[src/feLoadPkg.sv]
// Shared widths, character codes and payload types; all ASCII codes are 7 bits, no parity
`default_nettype none

package feLoadPkg;

  ////////////////////
  // Widths
  ////////////////////

  localparam int wordBits          = 16;
  localparam int fieldBits         = 6;
  localparam int charBits          = 7;
  localparam int cramBits          = 86;
  localparam int cramAddrBits      = 11;
  localparam int dramAddrBits      = 8;
  localparam int cramWordsPerEntry = 6;
  localparam int dramWordsPerPair  = 3;

  ////////////////////
  // Character codes
  ////////////////////

  localparam logic [charBits-1:0] chComma          = 7'o054;
  localparam logic [charBits-1:0] chLineEnd        = 7'o012;
  // CR is whitespace, the line ends on LF only
  localparam logic [charBits-1:0] chCarriageReturn = 7'o015;
  localparam logic [charBits-1:0] chSpace          = 7'o040;
  // Valid ASCIIized field characters
  localparam logic [charBits-1:0] chFieldLow       = 7'o075;
  localparam logic [charBits-1:0] chFieldHigh      = 7'o174;
  // Record type letters
  localparam logic [charBits-1:0] chTypeCram       = 7'o103;
  localparam logic [charBits-1:0] chTypeDram       = 7'o104;
  localparam logic [charBits-1:0] chTypeZero       = 7'o132;
  localparam logic [charBits-1:0] chTypeComment    = 7'o073;

  typedef enum logic [2:0] {
    recNone,
    recCram,
    recDram,
    recZero,
    recComment,
    recBad
  } tRecType;

  ////////////////////
  // Payloads
  ////////////////////

  typedef logic [wordBits-1:0] tWord;

  // Bit 0 is the most significant, as in the KL10 prints
  typedef logic [0:cramBits-1] tCramWord;

  // Six load words, first word in the top bits
  typedef logic [cramWordsPerEntry*wordBits-1:0] tCramRaw;

  // Even, odd, common; even word in the top bits
  typedef logic [dramWordsPerPair*wordBits-1:0] tDramRaw;

  typedef struct packed {
    logic [2:0] aField;
    logic [2:0] bField;
    logic       parity;
    logic [3:0] jHigh;  // J1-J4, shared by the pair
    logic       j7;     // Shared, written from the odd word
    logic [2:0] jLow;   // J8-J10
  } tDramEntry;

  typedef struct packed {
    logic [cramAddrBits-1:0] address;
    tCramWord                data;
  } tCramWrite;

  typedef struct packed {
    logic [dramAddrBits-1:0] address;
    tDramEntry               entry;
  } tDramWrite;

  typedef struct packed {
    logic [15:0] lineCount;
    logic [7:0]  checksumErrors;
    logic [7:0]  formatErrors;
  } tLoaderStatus;

endpackage

`default_nettype wire

[src/asciiWordDecoder.sv]
// At most one character per cycle; characters outside 075-174 octal inside a field are dropped
`timescale 1ns/1ps
`default_nettype none

module asciiWordDecoder (
  input  wire logic                             clk,
  input  wire logic                             rstN,
  input  wire logic [feLoadPkg::charBits-1:0]   charIn,
  input  wire logic                             charValid,
  output logic      [feLoadPkg::charBits-1:0]   typeChar,
  output logic                                  typeValid,
  output feLoadPkg::tWord                       word,
  output logic                                  wordValid,
  output logic                                  lineEnd
);

  logic            atLineStart;
  feLoadPkg::tWord acc;
  logic            isBlank;
  logic            isSep;
  logic            isField;
  logic            isNewline;
  logic            takeType;
  logic            takeSep;

  // Character classes
  always_comb begin
    isNewline = charIn == feLoadPkg::chLineEnd;
    isBlank   = charIn == feLoadPkg::chSpace || charIn == feLoadPkg::chCarriageReturn;
    isSep     = charIn == feLoadPkg::chComma || isNewline;
    isField   = charIn >= feLoadPkg::chFieldLow && charIn <= feLoadPkg::chFieldHigh;
    // First printable character of a line is the record type
    // An empty line (bare newline) is skipped
    takeType  = charValid && atLineStart && !isBlank && !isNewline;
    takeSep   = charValid && !atLineStart && isSep;
  end

  // Control state and strobes
  always_ff @(posedge clk or negedge rstN) begin
    if (!rstN) begin
      atLineStart <= 1'b1;
      typeValid   <= 1'b0;
      wordValid   <= 1'b0;
      lineEnd     <= 1'b0;
    end else begin
      typeValid <= takeType;
      wordValid <= takeSep;
      lineEnd   <= takeSep && isNewline;
      if (takeType) begin
        atLineStart <= 1'b0;
      end else if (takeSep && isNewline) begin
        atLineStart <= 1'b1;
      end
    end
  end

  // Field accumulator, 6 bits per character shifted in low
  always_ff @(posedge clk) begin
    if (takeType) begin
      typeChar <= charIn;
      acc      <= '0;
    end else if (takeSep) begin
      // Empty field reads as zero
      word <= acc;
      acc  <= '0;
    end else if (charValid && !atLineStart && isField) begin
      // Dropping bit 0100 leaves the low 6 bits
      acc <= {acc[feLoadPkg::wordBits-feLoadPkg::fieldBits-1:0],
              charIn[feLoadPkg::fieldBits-1:0]};
    end
  end

endmodule

`default_nettype wire

[src/loadLineParser.sv]
// Expects one type pulse per line before its words; a line with bad WC shape routes no data
`timescale 1ns/1ps
`default_nettype none

module loadLineParser (
  input  wire logic                           clk,
  input  wire logic                           rstN,
  input  wire logic                           enable,
  input  wire logic [feLoadPkg::charBits-1:0] typeChar,
  input  wire logic                           typeValid,
  input  wire feLoadPkg::tWord                word,
  input  wire logic                           wordValid,
  input  wire logic                           lineEnd,
  output logic                                cramWordValid,
  output logic                                dramWordValid,
  output feLoadPkg::tWord                     dataWord,
  output logic                                lineStart,
  output feLoadPkg::tWord                     startAddr,
  output logic                                lineDone,
  output logic                                checksumBad,
  output logic                                formatBad
);

  feLoadPkg::tRecType          recType;
  feLoadPkg::tWord             wc;
  feLoadPkg::tWord             sum;
  feLoadPkg::tWord             idx;
  feLoadPkg::tWord             effWc;
  feLoadPkg::tWord             newSum;
  logic [feLoadPkg::wordBits:0] wordsSeen;
  logic [feLoadPkg::wordBits:0] wordsNeeded;
  logic                        typeTake;
  logic                        wordTake;
  logic                        wcShapeOk;
  logic                        dataSlot;
  logic                        counted;

  function automatic feLoadPkg::tRecType decodeType(logic [feLoadPkg::charBits-1:0] ch);
    case (ch)
      feLoadPkg::chTypeCram:    return feLoadPkg::recCram;
      feLoadPkg::chTypeDram:    return feLoadPkg::recDram;
      feLoadPkg::chTypeZero:    return feLoadPkg::recZero;
      feLoadPkg::chTypeComment: return feLoadPkg::recComment;
      default:                  return feLoadPkg::recBad;
    endcase
  endfunction

  ////////////////////
  // Line bookkeeping
  ////////////////////

  always_comb begin
    typeTake = enable && typeValid;
    wordTake = enable && wordValid && recType != feLoadPkg::recNone;
    // WC is still on the input while the first word is taken
    effWc    = (idx == '0) ? word : wc;
    newSum   = sum + word;
    // Current word included
    wordsSeen   = {1'b0, idx} + 1'b1;
    wordsNeeded = {1'b0, effWc} + 2'd3;
    counted     = recType != feLoadPkg::recComment;
    case (recType)
      feLoadPkg::recCram: wcShapeOk = effWc % feLoadPkg::cramWordsPerEntry == 0;
      feLoadPkg::recDram: wcShapeOk = effWc % feLoadPkg::dramWordsPerPair == 0;
      feLoadPkg::recZero: wcShapeOk = 1'b1;
      default:            wcShapeOk = 1'b0;
    endcase
    // Words 2 .. WC+1 are data
    dataSlot = idx >= 2 && {1'b0, idx} < {1'b0, wc} + 2'd2 && wcShapeOk;
  end

  // Outcome is reported in the cycle of the last word
  always_comb begin
    lineDone    = wordTake && lineEnd;
    formatBad   = lineDone && counted && (!wcShapeOk || wordsSeen != wordsNeeded);
    // Sum only judged on a well-formed line
    checksumBad = lineDone && counted && wcShapeOk && wordsSeen == wordsNeeded &&
                  newSum != '0;
  end

  always_ff @(posedge clk or negedge rstN) begin
    if (!rstN) begin
      recType       <= feLoadPkg::recNone;
      idx           <= '0;
      wc            <= '0;
      sum           <= '0;
      cramWordValid <= 1'b0;
      dramWordValid <= 1'b0;
      lineStart     <= 1'b0;
    end else begin
      cramWordValid <= 1'b0;
      dramWordValid <= 1'b0;
      lineStart     <= 1'b0;
      if (typeTake) begin
        recType <= decodeType(typeChar);
        idx     <= '0;
        sum     <= '0;
      end else if (wordTake) begin
        sum <= newSum;
        // Saturate so a runaway line stays flagged as too long
        if (idx != '1) begin
          idx <= idx + 1'b1;
        end
        if (idx == '0) begin
          wc <= word;
        end
        if (idx == 1 && counted) begin
          lineStart <= 1'b1;
        end
        // Data goes out before the checksum is known
        if (dataSlot) begin
          cramWordValid <= recType == feLoadPkg::recCram;
          dramWordValid <= recType == feLoadPkg::recDram;
        end
        if (lineEnd) begin
          recType <= feLoadPkg::recNone;
        end
      end
    end
  end

  always_ff @(posedge clk) begin
    if (wordTake) begin
      dataWord <= word;
      if (idx == 1) begin
        startAddr <= word;
      end
    end
  end

  // One outcome per line
  assert property (@(posedge clk) disable iff (!rstN) !(checksumBad && formatBad))
    else $error("line reported with both checksum and format faults");

endmodule

`default_nettype wire

[src/wordGatherer.sv]
// Payload width must be a multiple of 16; a line must not end in the middle of a payload
`timescale 1ns/1ps
`default_nettype none

module wordGatherer #(
  parameter type tPayload = feLoadPkg::tCramRaw,
  parameter int  addrStep = 1,
  parameter int  addrBits = feLoadPkg::cramAddrBits
) (
  input  wire logic            clk,
  input  wire logic            rstN,
  input  wire logic            lineStart,
  input  wire feLoadPkg::tWord startAddr,
  input  wire feLoadPkg::tWord wordIn,
  input  wire logic            wordValid,
  output tPayload              payload,
  output logic [addrBits-1:0]  payloadAddr,
  output logic                 payloadValid
);

  localparam int payloadBits = $bits(tPayload);
  localparam int wordsPer    = payloadBits / feLoadPkg::wordBits;
  localparam int cntBits     = $clog2(wordsPer);

  logic [payloadBits-1:0] shiftReg;
  logic [cntBits-1:0]     count;
  logic [addrBits-1:0]    addr;
  logic                   lastWord;

  assign lastWord = wordValid && count == cntBits'(wordsPer - 1);

  // Held until the next word, so valid for the whole pulse
  assign payload = tPayload'(shiftReg);

  always_ff @(posedge clk or negedge rstN) begin
    if (!rstN) begin
      count        <= '0;
      addr         <= '0;
      payloadAddr  <= '0;
      payloadValid <= 1'b0;
    end else begin
      payloadValid <= lastWord;
      if (lineStart) begin
        count <= '0;
        addr  <= startAddr[addrBits-1:0];
      end else if (lastWord) begin
        count       <= '0;
        payloadAddr <= addr;
        addr        <= addr + addrBits'(addrStep);
      end else if (wordValid) begin
        count <= count + 1'b1;
      end
    end
  end

  // First word ends up in the top bits
  always_ff @(posedge clk) begin
    if (wordValid) begin
      shiftReg <= {shiftReg[payloadBits-feLoadPkg::wordBits-1:0], wordIn};
    end
  end

  // A new line starts only on a payload boundary
  assert property (@(posedge clk) disable iff (!rstN) lineStart |-> count == '0)
    else $error("lineStart in the middle of a payload");

endmodule

`default_nettype wire

[src/dramPairSplitter.sv]
// Needs at least one idle cycle between pairs; the odd write always follows the even write
`timescale 1ns/1ps
`default_nettype none

module dramPairSplitter (
  input  wire logic                               clk,
  input  wire logic                               rstN,
  input  wire feLoadPkg::tDramRaw                 pairIn,
  input  wire logic [feLoadPkg::dramAddrBits-1:0] pairAddr,
  input  wire logic                               pairValid,
  output logic                                    dramWr,
  output feLoadPkg::tDramWrite                    dramWrite
);

  feLoadPkg::tWord      evenWord;
  feLoadPkg::tWord      oddWord;
  feLoadPkg::tWord      commonWord;
  feLoadPkg::tDramWrite oddWrite;
  logic                 oddPending;

  // WDRAM word layout
  function automatic feLoadPkg::tDramEntry mapEntry(feLoadPkg::tWord w,
                                                    feLoadPkg::tWord common,
                                                    logic            j7);
    feLoadPkg::tDramEntry e;
    e.aField = w[13:11];
    e.bField = w[10:8];
    e.parity = w[5];
    e.jHigh  = common[3:0];
    e.j7     = j7;
    e.jLow   = w[2:0];
    return e;
  endfunction

  assign evenWord   = pairIn[47:32];
  assign oddWord    = pairIn[31:16];
  assign commonWord = pairIn[15:0];

  always_ff @(posedge clk or negedge rstN) begin
    if (!rstN) begin
      dramWr     <= 1'b0;
      oddPending <= 1'b0;
    end else begin
      dramWr     <= pairValid || oddPending;
      oddPending <= pairValid;
    end
  end

  always_ff @(posedge clk) begin
    if (pairValid) begin
      // Even entry now, odd entry one cycle later
      // J7 comes from the odd word for both
      dramWrite.address <= pairAddr;
      dramWrite.entry   <= mapEntry(evenWord, commonWord, oddWord[3]);
      oddWrite.address  <= pairAddr + 1'b1;
      oddWrite.entry    <= mapEntry(oddWord, commonWord, oddWord[3]);
    end else if (oddPending) begin
      dramWrite <= oddWrite;
    end
  end

  // Gatherer spacing keeps pairs apart
  assert property (@(posedge clk) disable iff (!rstN) pairValid |-> !oddPending)
    else $error("new DRAM pair while odd write pending");

endmodule

`default_nettype wire

[src/loaderStatusRegs.sv]
// Counters saturate at full scale; statusClear wins over a line finishing in the same cycle
`timescale 1ns/1ps
`default_nettype none

module loaderStatusRegs (
  input  wire logic              clk,
  input  wire logic              rstN,
  input  wire logic              loadEnable,
  input  wire logic              statusClear,
  input  wire logic              lineDone,
  input  wire logic              checksumBad,
  input  wire logic              formatBad,
  output logic                   parserEnable,
  output feLoadPkg::tLoaderStatus status
);

  ////////////////////
  // Enable and counters
  ////////////////////

  always_ff @(posedge clk or negedge rstN) begin
    if (!rstN) begin
      parserEnable <= 1'b0;
      status       <= '0;
    end else begin
      // One cycle late, lines up with decoder output
      parserEnable <= loadEnable;
      if (statusClear) begin
        status <= '0;
      end else if (lineDone) begin
        if (status.lineCount != '1) begin
          status.lineCount <= status.lineCount + 1'b1;
        end
        // Parser raises at most one of these
        if (checksumBad && status.checksumErrors != '1) begin
          status.checksumErrors <= status.checksumErrors + 1'b1;
        end
        if (formatBad && status.formatErrors != '1) begin
          status.formatErrors <= status.formatErrors + 1'b1;
        end
      end
    end
  end

endmodule

`default_nettype wire

[src/microcodeLoader.sv]
// No back-pressure: one character per cycle at most, writes are pulses with no acknowledge
`timescale 1ns/1ps
`default_nettype none

module microcodeLoader (
  input  wire logic                           clk,
  input  wire logic                           rstN,
  input  wire logic [feLoadPkg::charBits-1:0] charIn,
  input  wire logic                           charValid,
  input  wire logic                           loadEnable,
  input  wire logic                           statusClear,
  output logic                                cramWr,
  output feLoadPkg::tCramWrite                cramWrite,
  output logic                                dramWr,
  output feLoadPkg::tDramWrite                dramWrite,
  output feLoadPkg::tLoaderStatus             status
);

  logic [feLoadPkg::charBits-1:0]     typeChar;
  logic                               typeValid;
  feLoadPkg::tWord                    word;
  logic                               wordValid;
  logic                               lineEnd;
  logic                               parserEnable;
  logic                               cramWordValid;
  logic                               dramWordValid;
  feLoadPkg::tWord                    dataWord;
  logic                               lineStart;
  feLoadPkg::tWord                    startAddr;
  logic                               lineDone;
  logic                               checksumBad;
  logic                               formatBad;
  feLoadPkg::tCramRaw                 cramRaw;
  logic [feLoadPkg::cramAddrBits-1:0] cramAddr;
  feLoadPkg::tDramRaw                 dramRaw;
  logic [feLoadPkg::dramAddrBits-1:0] dramAddr;
  logic                               dramPairValid;

  asciiWordDecoder i_asciiWordDecoder (
    .clk, .rstN, .charIn, .charValid,
    .typeChar, .typeValid, .word, .wordValid, .lineEnd
  );

  loadLineParser i_loadLineParser (
    .clk, .rstN, .enable(parserEnable),
    .typeChar, .typeValid, .word, .wordValid, .lineEnd,
    .cramWordValid, .dramWordValid, .dataWord, .lineStart, .startAddr,
    .lineDone, .checksumBad, .formatBad
  );

  loaderStatusRegs i_loaderStatusRegs (
    .clk, .rstN, .loadEnable, .statusClear,
    .lineDone, .checksumBad, .formatBad, .parserEnable, .status
  );

  // CRAM path, one entry per six words
  wordGatherer #(
    .tPayload(feLoadPkg::tCramRaw),
    .addrStep(1),
    .addrBits(feLoadPkg::cramAddrBits)
  ) i_cramGatherer (
    .clk, .rstN, .lineStart, .startAddr,
    .wordIn(dataWord), .wordValid(cramWordValid),
    .payload(cramRaw), .payloadAddr(cramAddr), .payloadValid(cramWr)
  );

  // DRAM path, one even/odd pair per three words
  wordGatherer #(
    .tPayload(feLoadPkg::tDramRaw),
    .addrStep(2),
    .addrBits(feLoadPkg::dramAddrBits)
  ) i_dramGatherer (
    .clk, .rstN, .lineStart, .startAddr,
    .wordIn(dataWord), .wordValid(dramWordValid),
    .payload(dramRaw), .payloadAddr(dramAddr), .payloadValid(dramPairValid)
  );

  dramPairSplitter i_dramPairSplitter (
    .clk, .rstN, .pairIn(dramRaw), .pairAddr(dramAddr), .pairValid(dramPairValid),
    .dramWr, .dramWrite
  );

  // WCRAM order: 64-79, 48-63, 32-47, 16-31, 0-15, then 80-85
  always_comb begin
    cramWrite.address      = cramAddr;
    cramWrite.data[64:79]  = cramRaw[95:80];
    cramWrite.data[48:63]  = cramRaw[79:64];
    cramWrite.data[32:47]  = cramRaw[63:48];
    cramWrite.data[16:31]  = cramRaw[47:32];
    cramWrite.data[0:15]   = cramRaw[31:16];
    // CALL and DISP bits, sixth word low 6 bits
    cramWrite.data[80:85]  = cramRaw[5:0];
  end

endmodule

`default_nettype wire

[config.mk]
export PLATFORM = sky130hd
export DESIGN_NAME = microcodeLoader
export DESIGN_NICKNAME = d
export VERILOG_FILES = /design/src/feLoadPkg.sv /design/src/asciiWordDecoder.sv /design/src/loadLineParser.sv /design/src/wordGatherer.sv /design/src/dramPairSplitter.sv /design/src/loaderStatusRegs.sv /design/src/microcodeLoader.sv
export SDC_FILE = /design/constraint.sdc
export NUM_CORES = 1
export LEC_CHECK = 0
export BUFFER_PORTS_ARGS = -buffer_cell sky130_fd_sc_hd__buf_4
export CORE_MARGIN = 3
export CORE_UTILIZATION = 40
export DETAILED_ROUTE_END_ITERATION = 12
export GPL_ROUTABILITY_DRIVEN = 0
export SLEW_MARGIN = 20
export SYNTH_ARGS = -nofsm -noshare
export SYNTH_HDL_FRONTEND = slang
export SYNTH_HIERARCHICAL = 1
export SYNTH_SLANG_ARGS = --single-unit
[constraint.sdc]
create_clock -name clk -period 29.9 [get_ports clk]
set_input_delay 2.99 -clock clk [delete_from_list [all_inputs] [get_ports clk]]
set_output_delay 2.99 -clock clk [all_outputs]
set_load 0.03 [all_outputs]
==> results.py, run 1 <==
metrics = {
    "clock_tree": {
        "clockRootBuffer": "clkbuf_16",
        "hold_buffers": 0,
        "cts_tree": "built",
        "clk_path_buf_depth": 3,
        "cts_buffers": 42,
        "path_clk_slew_ns": 0.06,
        "h-tree-depth": 2,
        "numClockSinks": 378,
        "clock_latency_ns": 0.58,
        "cts_resized": 0,
        "cts_setup_buffers": 0,
    },
    "routing": {
        "vias": 15100,
        "drt-wirelength-per-cell_um": 19.0,
        "dr.first_iter.drc_count": 1516,
        "via_per_inst": 5.70,
        "drtPass1Iterations": 5,
        "drt-total-wl_um": 50300,
        "drtAntennaViolNets": 0,
        "drc": 0,
    },
    "worst_setup_path": {
        "crit_buf_inv": 3,
        "end_kind": "flip-flop",
        "crit_family": "compound AO/OA/AOI/OAI gates",
        "crit_arrival_ns": 11.30,
        "cp.required_ns": 30.34,
        "startpoint_type": "flip-flop",
        "worst_path_largest_cell_delay_ns": 0.65,
        "crit_slowest_cell": "and4_4",
        "cp_common_cell": "ha_1",
        "worstPathMaxFanout": 38,
        "path_class": "flip-flop to flip-flop",
        "path_depth": 40,
        "worstRegToRegCells": 40,
    },
    "global_routing": {
        "grt_antenna_before_repair": 0,
        "grt_pass1_vias": 14600,
        "grt_max_degree": 83,
        "grt_overflow": 0,
        "grt_pass1_wl_um": 80800,
        "grt.total_usage_pct": 18.6,
    },
    "pwr": {
        "combPwrFrac_pct": 16.6,
        "switching_share_pct": 27.8,
        "p_leak_uw": 0.00912,
        "clock_power_share_pct": 39.5,
        "power_density_nw_per_um2": 55.7,
        "power_switching_uw": 365,
        "power_uw": 1310,
        "peakVddDrop_mv": 0.0401,
        "seqPwrFrac_pct": 43.9,
        "p_int_uw": 947,
    },
    "sta": {
        "period_minus_slack_ns": 10.86,
        "finalMaxSlewViolations": 0,
        "max_freq_ghz": 0.0921,
        "worstMarginPinSlew_ns": 1.03,
        "finalHoldViolations": 0,
        "rsz0062_at_grt": "no",
        "fin_setup_tns_ns": 0,
        "setup_viol": 0,
        "clock_skew_ns": 0.0302,
        "maxSlewHeadroom_pct": 31.2,
        "period_share_pct": 36.3,
    },
    "finish": {
        "n_antenna_cell": 0,
        "final_util_pct": 47.5,
        "drive_above_1_share_pct": 20.4,
        "area_delta_synth_final_pct": 16.0,
        "nets": 2021,
        "fill_cells": 4472,
    },
    "floorplan": {
        "core_um2": 49600,
        "row_count": 81,
        "ios": 166,
        "die_w_um": 231,
        "die-area_um2": 53500,
        "start_util_pct": 41.0,
        "die_y_um": 231,
    },
    "min_path": {
        "whs_path_depth": 0,
        "hp-class": "flip-flop to flip-flop",
    },
    "run": {
        "cap_violations": 0,
    },
    "placement": {
        "io_buffers": 165,
        "hpwl_um": 35100,
    },
    "outcome": {
        "status": "finished clean",
    },
    "synthesis": {
        "syn-num-nets": 1875,
        "syn_inst": 1812,
        "yosysWarningCount": 6,
        "netlist_area_um2": 20300,
        "avgSynthCellArea_um2": 11.2,
    },
}
-- metrics by stage --
| stage | setup slack, ns | area, µm² | hold WS [ns] | std cells |
|---|---|---|---|---|
| floorplan | 20.18 | 20300 | 0.400 | 1812 |
| global placement | 19.54 | 22100 | 0.405 | 2577 |
| detailed placement | 19.17 | 22100 | 0.405 | 2577 |
| CTS | 19.19 | 23500 | 0.417 | 2655 |
| global route | 18.11 | 23500 | 0.419 | 2656 |
| finish | 19.04 | 23500 | 0.416 | 2656 |
-- worst register-to-register path: cells and delay by family (launching register included) --
family                     cells  cell delay (ns)
buffers and inverters          3             0.37
xor gates and xnor gates       3             0.83
and+or+nand+nor               15             3.42
muxes                          3             0.86
adders and majority gates      4             1.18
DFF                            1             0.46
AOI/OAI and AO/OA             12             3.64
-- state kept, by name, indices dropped and copies added, names as in the netlist, 2 cells and up --
| name | count |
|---|---|
| i_asciiWordDecoder/acc | 16 |
| i_asciiWordDecoder/typeChar | 7 |
| i_asciiWordDecoder/word | 16 |
| i_cramGatherer/addr | 11 |
| i_cramGatherer/count | 3 |
| i_cramGatherer/payload | 96 |
| i_cramGatherer/payloadAddr | 11 |
| i_dramGatherer/addr | 8 |
| i_dramGatherer/count | 2 |
| i_dramGatherer/payload | 32 |
| i_dramGatherer/payloadAddr | 8 |
| i_dramPairSplitter/dramWrite | 23 |
| i_dramPairSplitter/oddWrite | 23 |
| i_loadLineParser/dataWord | 16 |
| i_loadLineParser/idx | 16 |
| i_loadLineParser/recType | 3 |
| i_loadLineParser/startAddr | 11 |
| i_loadLineParser/sum | 16 |
| i_loadLineParser/wc | 16 |
| i_loaderStatusRegs/status | 32 |
-- power groups by stage --
stage          clock network [µW]  logic (µW)  registers (µW)
4_1_cts                       534         216             575
3_5_place_dp                    0         214             586
3_3_place_gp                    0         211             585
6_report                      518         218             576
2_1_floorplan                   0         175             577
5_1_grt                       558         240             577
-- worst paths after layout --
check | from | endpoint | slack, ns
hold reg to reg | i_cramGatherer/payload[14]$_DFFE_PP_ | i_cramGatherer/payload[30]$_DFFE_PP_ | 0.42
hold / removal | i_cramGatherer/payload[14]$_DFFE_PP_ | i_cramGatherer/payload[30]$_DFFE_PP_ | 0.42
min in group asynchronous | rstN | i_loaderStatusRegs/status[8]$_DFFE_PN0P_ | 2.42
setup reg to reg | i_loadLineParser/idx[0]$_DFFE_PN0P_ | i_loaderStatusRegs/status[12]$_DFFE_PN0P_ | 19.04
setup / recovery | i_loadLineParser/idx[0]$_DFFE_PN0P_ | i_loaderStatusRegs/status[12]$_DFFE_PN0P_ | 19.04
max in group asynchronous | rstN | i_loadLineParser/cramWordValid$_DFF_PN0_ | 25.97
-- placed cells by master, fill, tap and decap left out, types with 34 or more instances in the layout --
cell / instances
mux2i_1: 35
xnor2_1: 77
o21ai_0: 88
nand2_1: 154
a21oi_1: 112
edfxtp_1: 224
xor2_1: 34
clkbuf_16: 43
inv_1: 41
nor3_1: 36
dfrtp_1: 135
ha_1: 50
nor2_1: 132
nand3_1: 66
buf_4: 182
-- area by class of cell --
type / instances / area (µm²) / share of cell area [%]
clock buffers: 59 / 1200 / 5.08
clock inverters: 19 / 234 / 0.994
inverters: 44 / 168 / 0.712
multi-input cells: 1309 / 9230 / 39.2
flip-flops and latches: 378 / 10500 / 44.6
well taps: 664 / 831 / 3.53
repair buffers: 183 / 1380 / 5.85
-- routing by layer --
layer / vias up / track usage, % / routed length [µm]
met5: - / 0 / 0
met4: 0 / 7.22 / 1700
met3: 96 / 2.84 / 2600
met2: 436 / 30.4 / 24000
met1: 7458 / 25.1 / 22100
li1: 7140 / - / -
Note: power is estimated with default switching activity, not from simulation.
==> run 2, diff against run 1 <==
- ABC_AREA: unset -> 1
- clock period: 29.9 -> 10.3 ns (I/O delays scaled with it)
==> results.py, run 2 <==
metrics = {
    "outcome": {
        "status": "finished clean",
    },
    "pwr": {
        "peakVddDrop_mv": 0.252,
        "p_int_uw": 3550,
        "seqPwrFrac_pct": 27.3,
        "combPwrFrac_pct": 48.2,
        "clock_power_share_pct": 24.4,
        "power_switching_uw": 2500,
        "p_leak_uw": 0.0105,
        "switching_share_pct": 41.3,
        "power_density_nw_per_um2": 253,
        "power_uw": 6040,
    },
    "global_routing": {
        "grt_pass1_wl_um": 74400,
        "grt_max_degree": 84,
        "grt_antenna_before_repair": 0,
        "grt_overflow": 0,
        "grt.total_usage_pct": 17.0,
        "grt_pass1_vias": 14400,
    },
    "placement": {
        "post-place-ws_ns": -0.150,
        "io_buffers": 165,
        "hpwl_um": 32100,
        "numPlacedInstances": 2915,
    },
    "clock_tree": {
        "numClockSinks": 378,
        "h-tree-depth": 2,
        "cts_tree": "built",
        "hold_buffers": 0,
        "clockRootBuffer": "clkbuf_16",
        "clk_path_buf_depth": 3,
        "clock_latency_ns": 0.54,
        "path_clk_slew_ns": 0.06,
        "cts_buffers": 41,
    },
    "worst_setup_path": {
        "worstPathMaxFanout": 8,
        "cp.required_ns": 10.72,
        "worst_path_largest_cell_delay_ns": 0.43,
        "crit_arrival_ns": 10.32,
        "crit_slowest_cell": "dfrtp_2",
        "path_class": "flip-flop to flip-flop",
        "crit_family": "simple AND/OR/NAND/NOR gates",
        "crit_buf_inv": 8,
        "startpoint_type": "flip-flop",
        "end_kind": "flip-flop",
        "cp_common_cell": "nand2_2",
    },
    "routing": {
        "drt-wirelength-per-cell_um": 15.0,
        "drc": 0,
        "drt-total-wl_um": 45600,
        "vias": 15100,
        "drtPass1Iterations": 5,
        "drtAntennaViolNets": 0,
        "dr.first_iter.drc_count": 950,
        "via_per_inst": 4.95,
    },
    "run": {
        "cap_violations": 0,
    },
    "synthesis": {
        "netlist_area_um2": 19800,
        "syn_inst": 2121,
        "yosysWarningCount": 6,
        "avgSynthCellArea_um2": 9.33,
        "syn-num-nets": 2183,
    },
    "floorplan": {
        "die_y_um": 228,
        "die-area_um2": 52200,
        "ios": 166,
        "row_count": 80,
        "core_um2": 48200,
        "die_w_um": 228,
        "start_util_pct": 41.0,
    },
    "sta": {
        "period_minus_slack_ns": 9.90,
        "worstMarginPinSlew_ns": 1.27,
        "setup_viol": 0,
        "max_freq_ghz": 0.101,
        "rsz0062_at_grt": "yes",
        "final.setup.worst_slack_ns": 0.402,
        "finalHoldViolations": 0,
        "period_share_pct": 96.1,
        "maxSlewHeadroom_pct": 14.3,
        "finalMaxSlewViolations": 0,
        "clock_skew_ns": 0.00991,
    },
    "finish": {
        "final_common_cell": "nand2_1",
        "n_antenna_cell": 0,
        "register_area_um2": 10500,
        "fill_cells": 4422,
        "final_cells": 3045,
        "nets": 2419,
        "final_cell_mix": "nand2_1, inv_1, buf_4",
        "drive_above_1_share_pct": 23.5,
        "multi_input_area_um2": 8470,
        "area_delta_synth_final_pct": 21.0,
        "largest_reg_flops": 96,
    },
    "min_path": {
        "hp-class": "flip-flop to flip-flop",
    },
}
run 2: cell types whose count changed in the layout (fill, tap and decap cells not counted), moves of 35 or more:
cell,before,now
a21oi_1,112,45
buf_4,182,225
inv_1,41,226
mux2i_1,35,0
nand2_1,154,526
nand2_2,1,62
nand3_1,66,128
nand4_1,21,64
xnor2_1,77,14
run 2: through the flow:
stage          instance area [µm²]  hold WS, ns  util [%]   TNS, ns
6_report                     23900        0.415      49.6         0
5_1_grt                      23900        0.418      49.6     -6.09
3_3_place_gp                 21600        0.404      44.8         0
4_1_cts                      23100        0.418      47.8  -0.00151
2_1_floorplan                19800        0.400         -         0
3_5_place_dp                 21600        0.405      44.8     -1.37
run 2: power by group through the flow:
stage          Sequential, µW  Clock (µW)  Combinational (µW)
2_1_floorplan            1680           0                1980
3_3_place_gp             1680           0                2330
3_5_place_dp             1680           0                2380
4_1_cts                  1650        1520                2410
5_1_grt                  1660        1580                3270
6_report                 1650        1480                2920
run 2: path summary, 6_finish.rpt:
kind / startpoint / endpoint / slack, ns / cells past startpoint
worst max-delay path: i_loadLineParser/idx[10]$_DFFE_PN0P_ / i_loaderStatusRegs/status[7]$_DFFE_PN0P_ / 0.40 / 79
worst min-delay path: i_dramGatherer/payload[12]$_DFFE_PP_ / i_dramGatherer/payload[28]$_DFFE_PP_ / 0.42 / 0
worst max register to register: i_loadLineParser/idx[10]$_DFFE_PN0P_ / i_loaderStatusRegs/status[7]$_DFFE_PN0P_ / 0.40 / 79
worst min register to register: i_dramGatherer/payload[12]$_DFFE_PP_ / i_dramGatherer/payload[28]$_DFFE_PP_ / 0.42 / 0
max in group asynchronous: rstN / i_loadLineParser/cramWordValid$_DFF_PN0_ / 8.38 / 2
min in group asynchronous: rstN / i_loaderStatusRegs/status[27]$_DFFE_PN0P_ / 0.53 / 1
run 2: area by class of cell:
cell class	count	share of cell area, %
clock buffers	48	4.57
repair buffers	230	7.29
inverters	264	4.20
well taps	656	3.43
clock inverters	27	1.17
multi-input cells	1442	35.4
flip-flops and latches	378	43.9
run 2: what timing repair did:
action / CTS / global route
pin swaps: 3 / 72
resized for setup: 10 / 116
gates cloned: 0 / 0
buffers inserted: 1 / 54
endpoints found under the setup margin: 14 / 18
run 2: metal layers:
layer | global-route usage, % | routed length, µm | vias to the layer above
li1 | - | - | 7544
met1 | 22.8 | 20500 | 7214
met2 | 29.0 | 22300 | 255
met3 | 2.34 | 1700 | 72
met4 | 5.05 | 1160 | 0
met5 | 0 | 0 | -
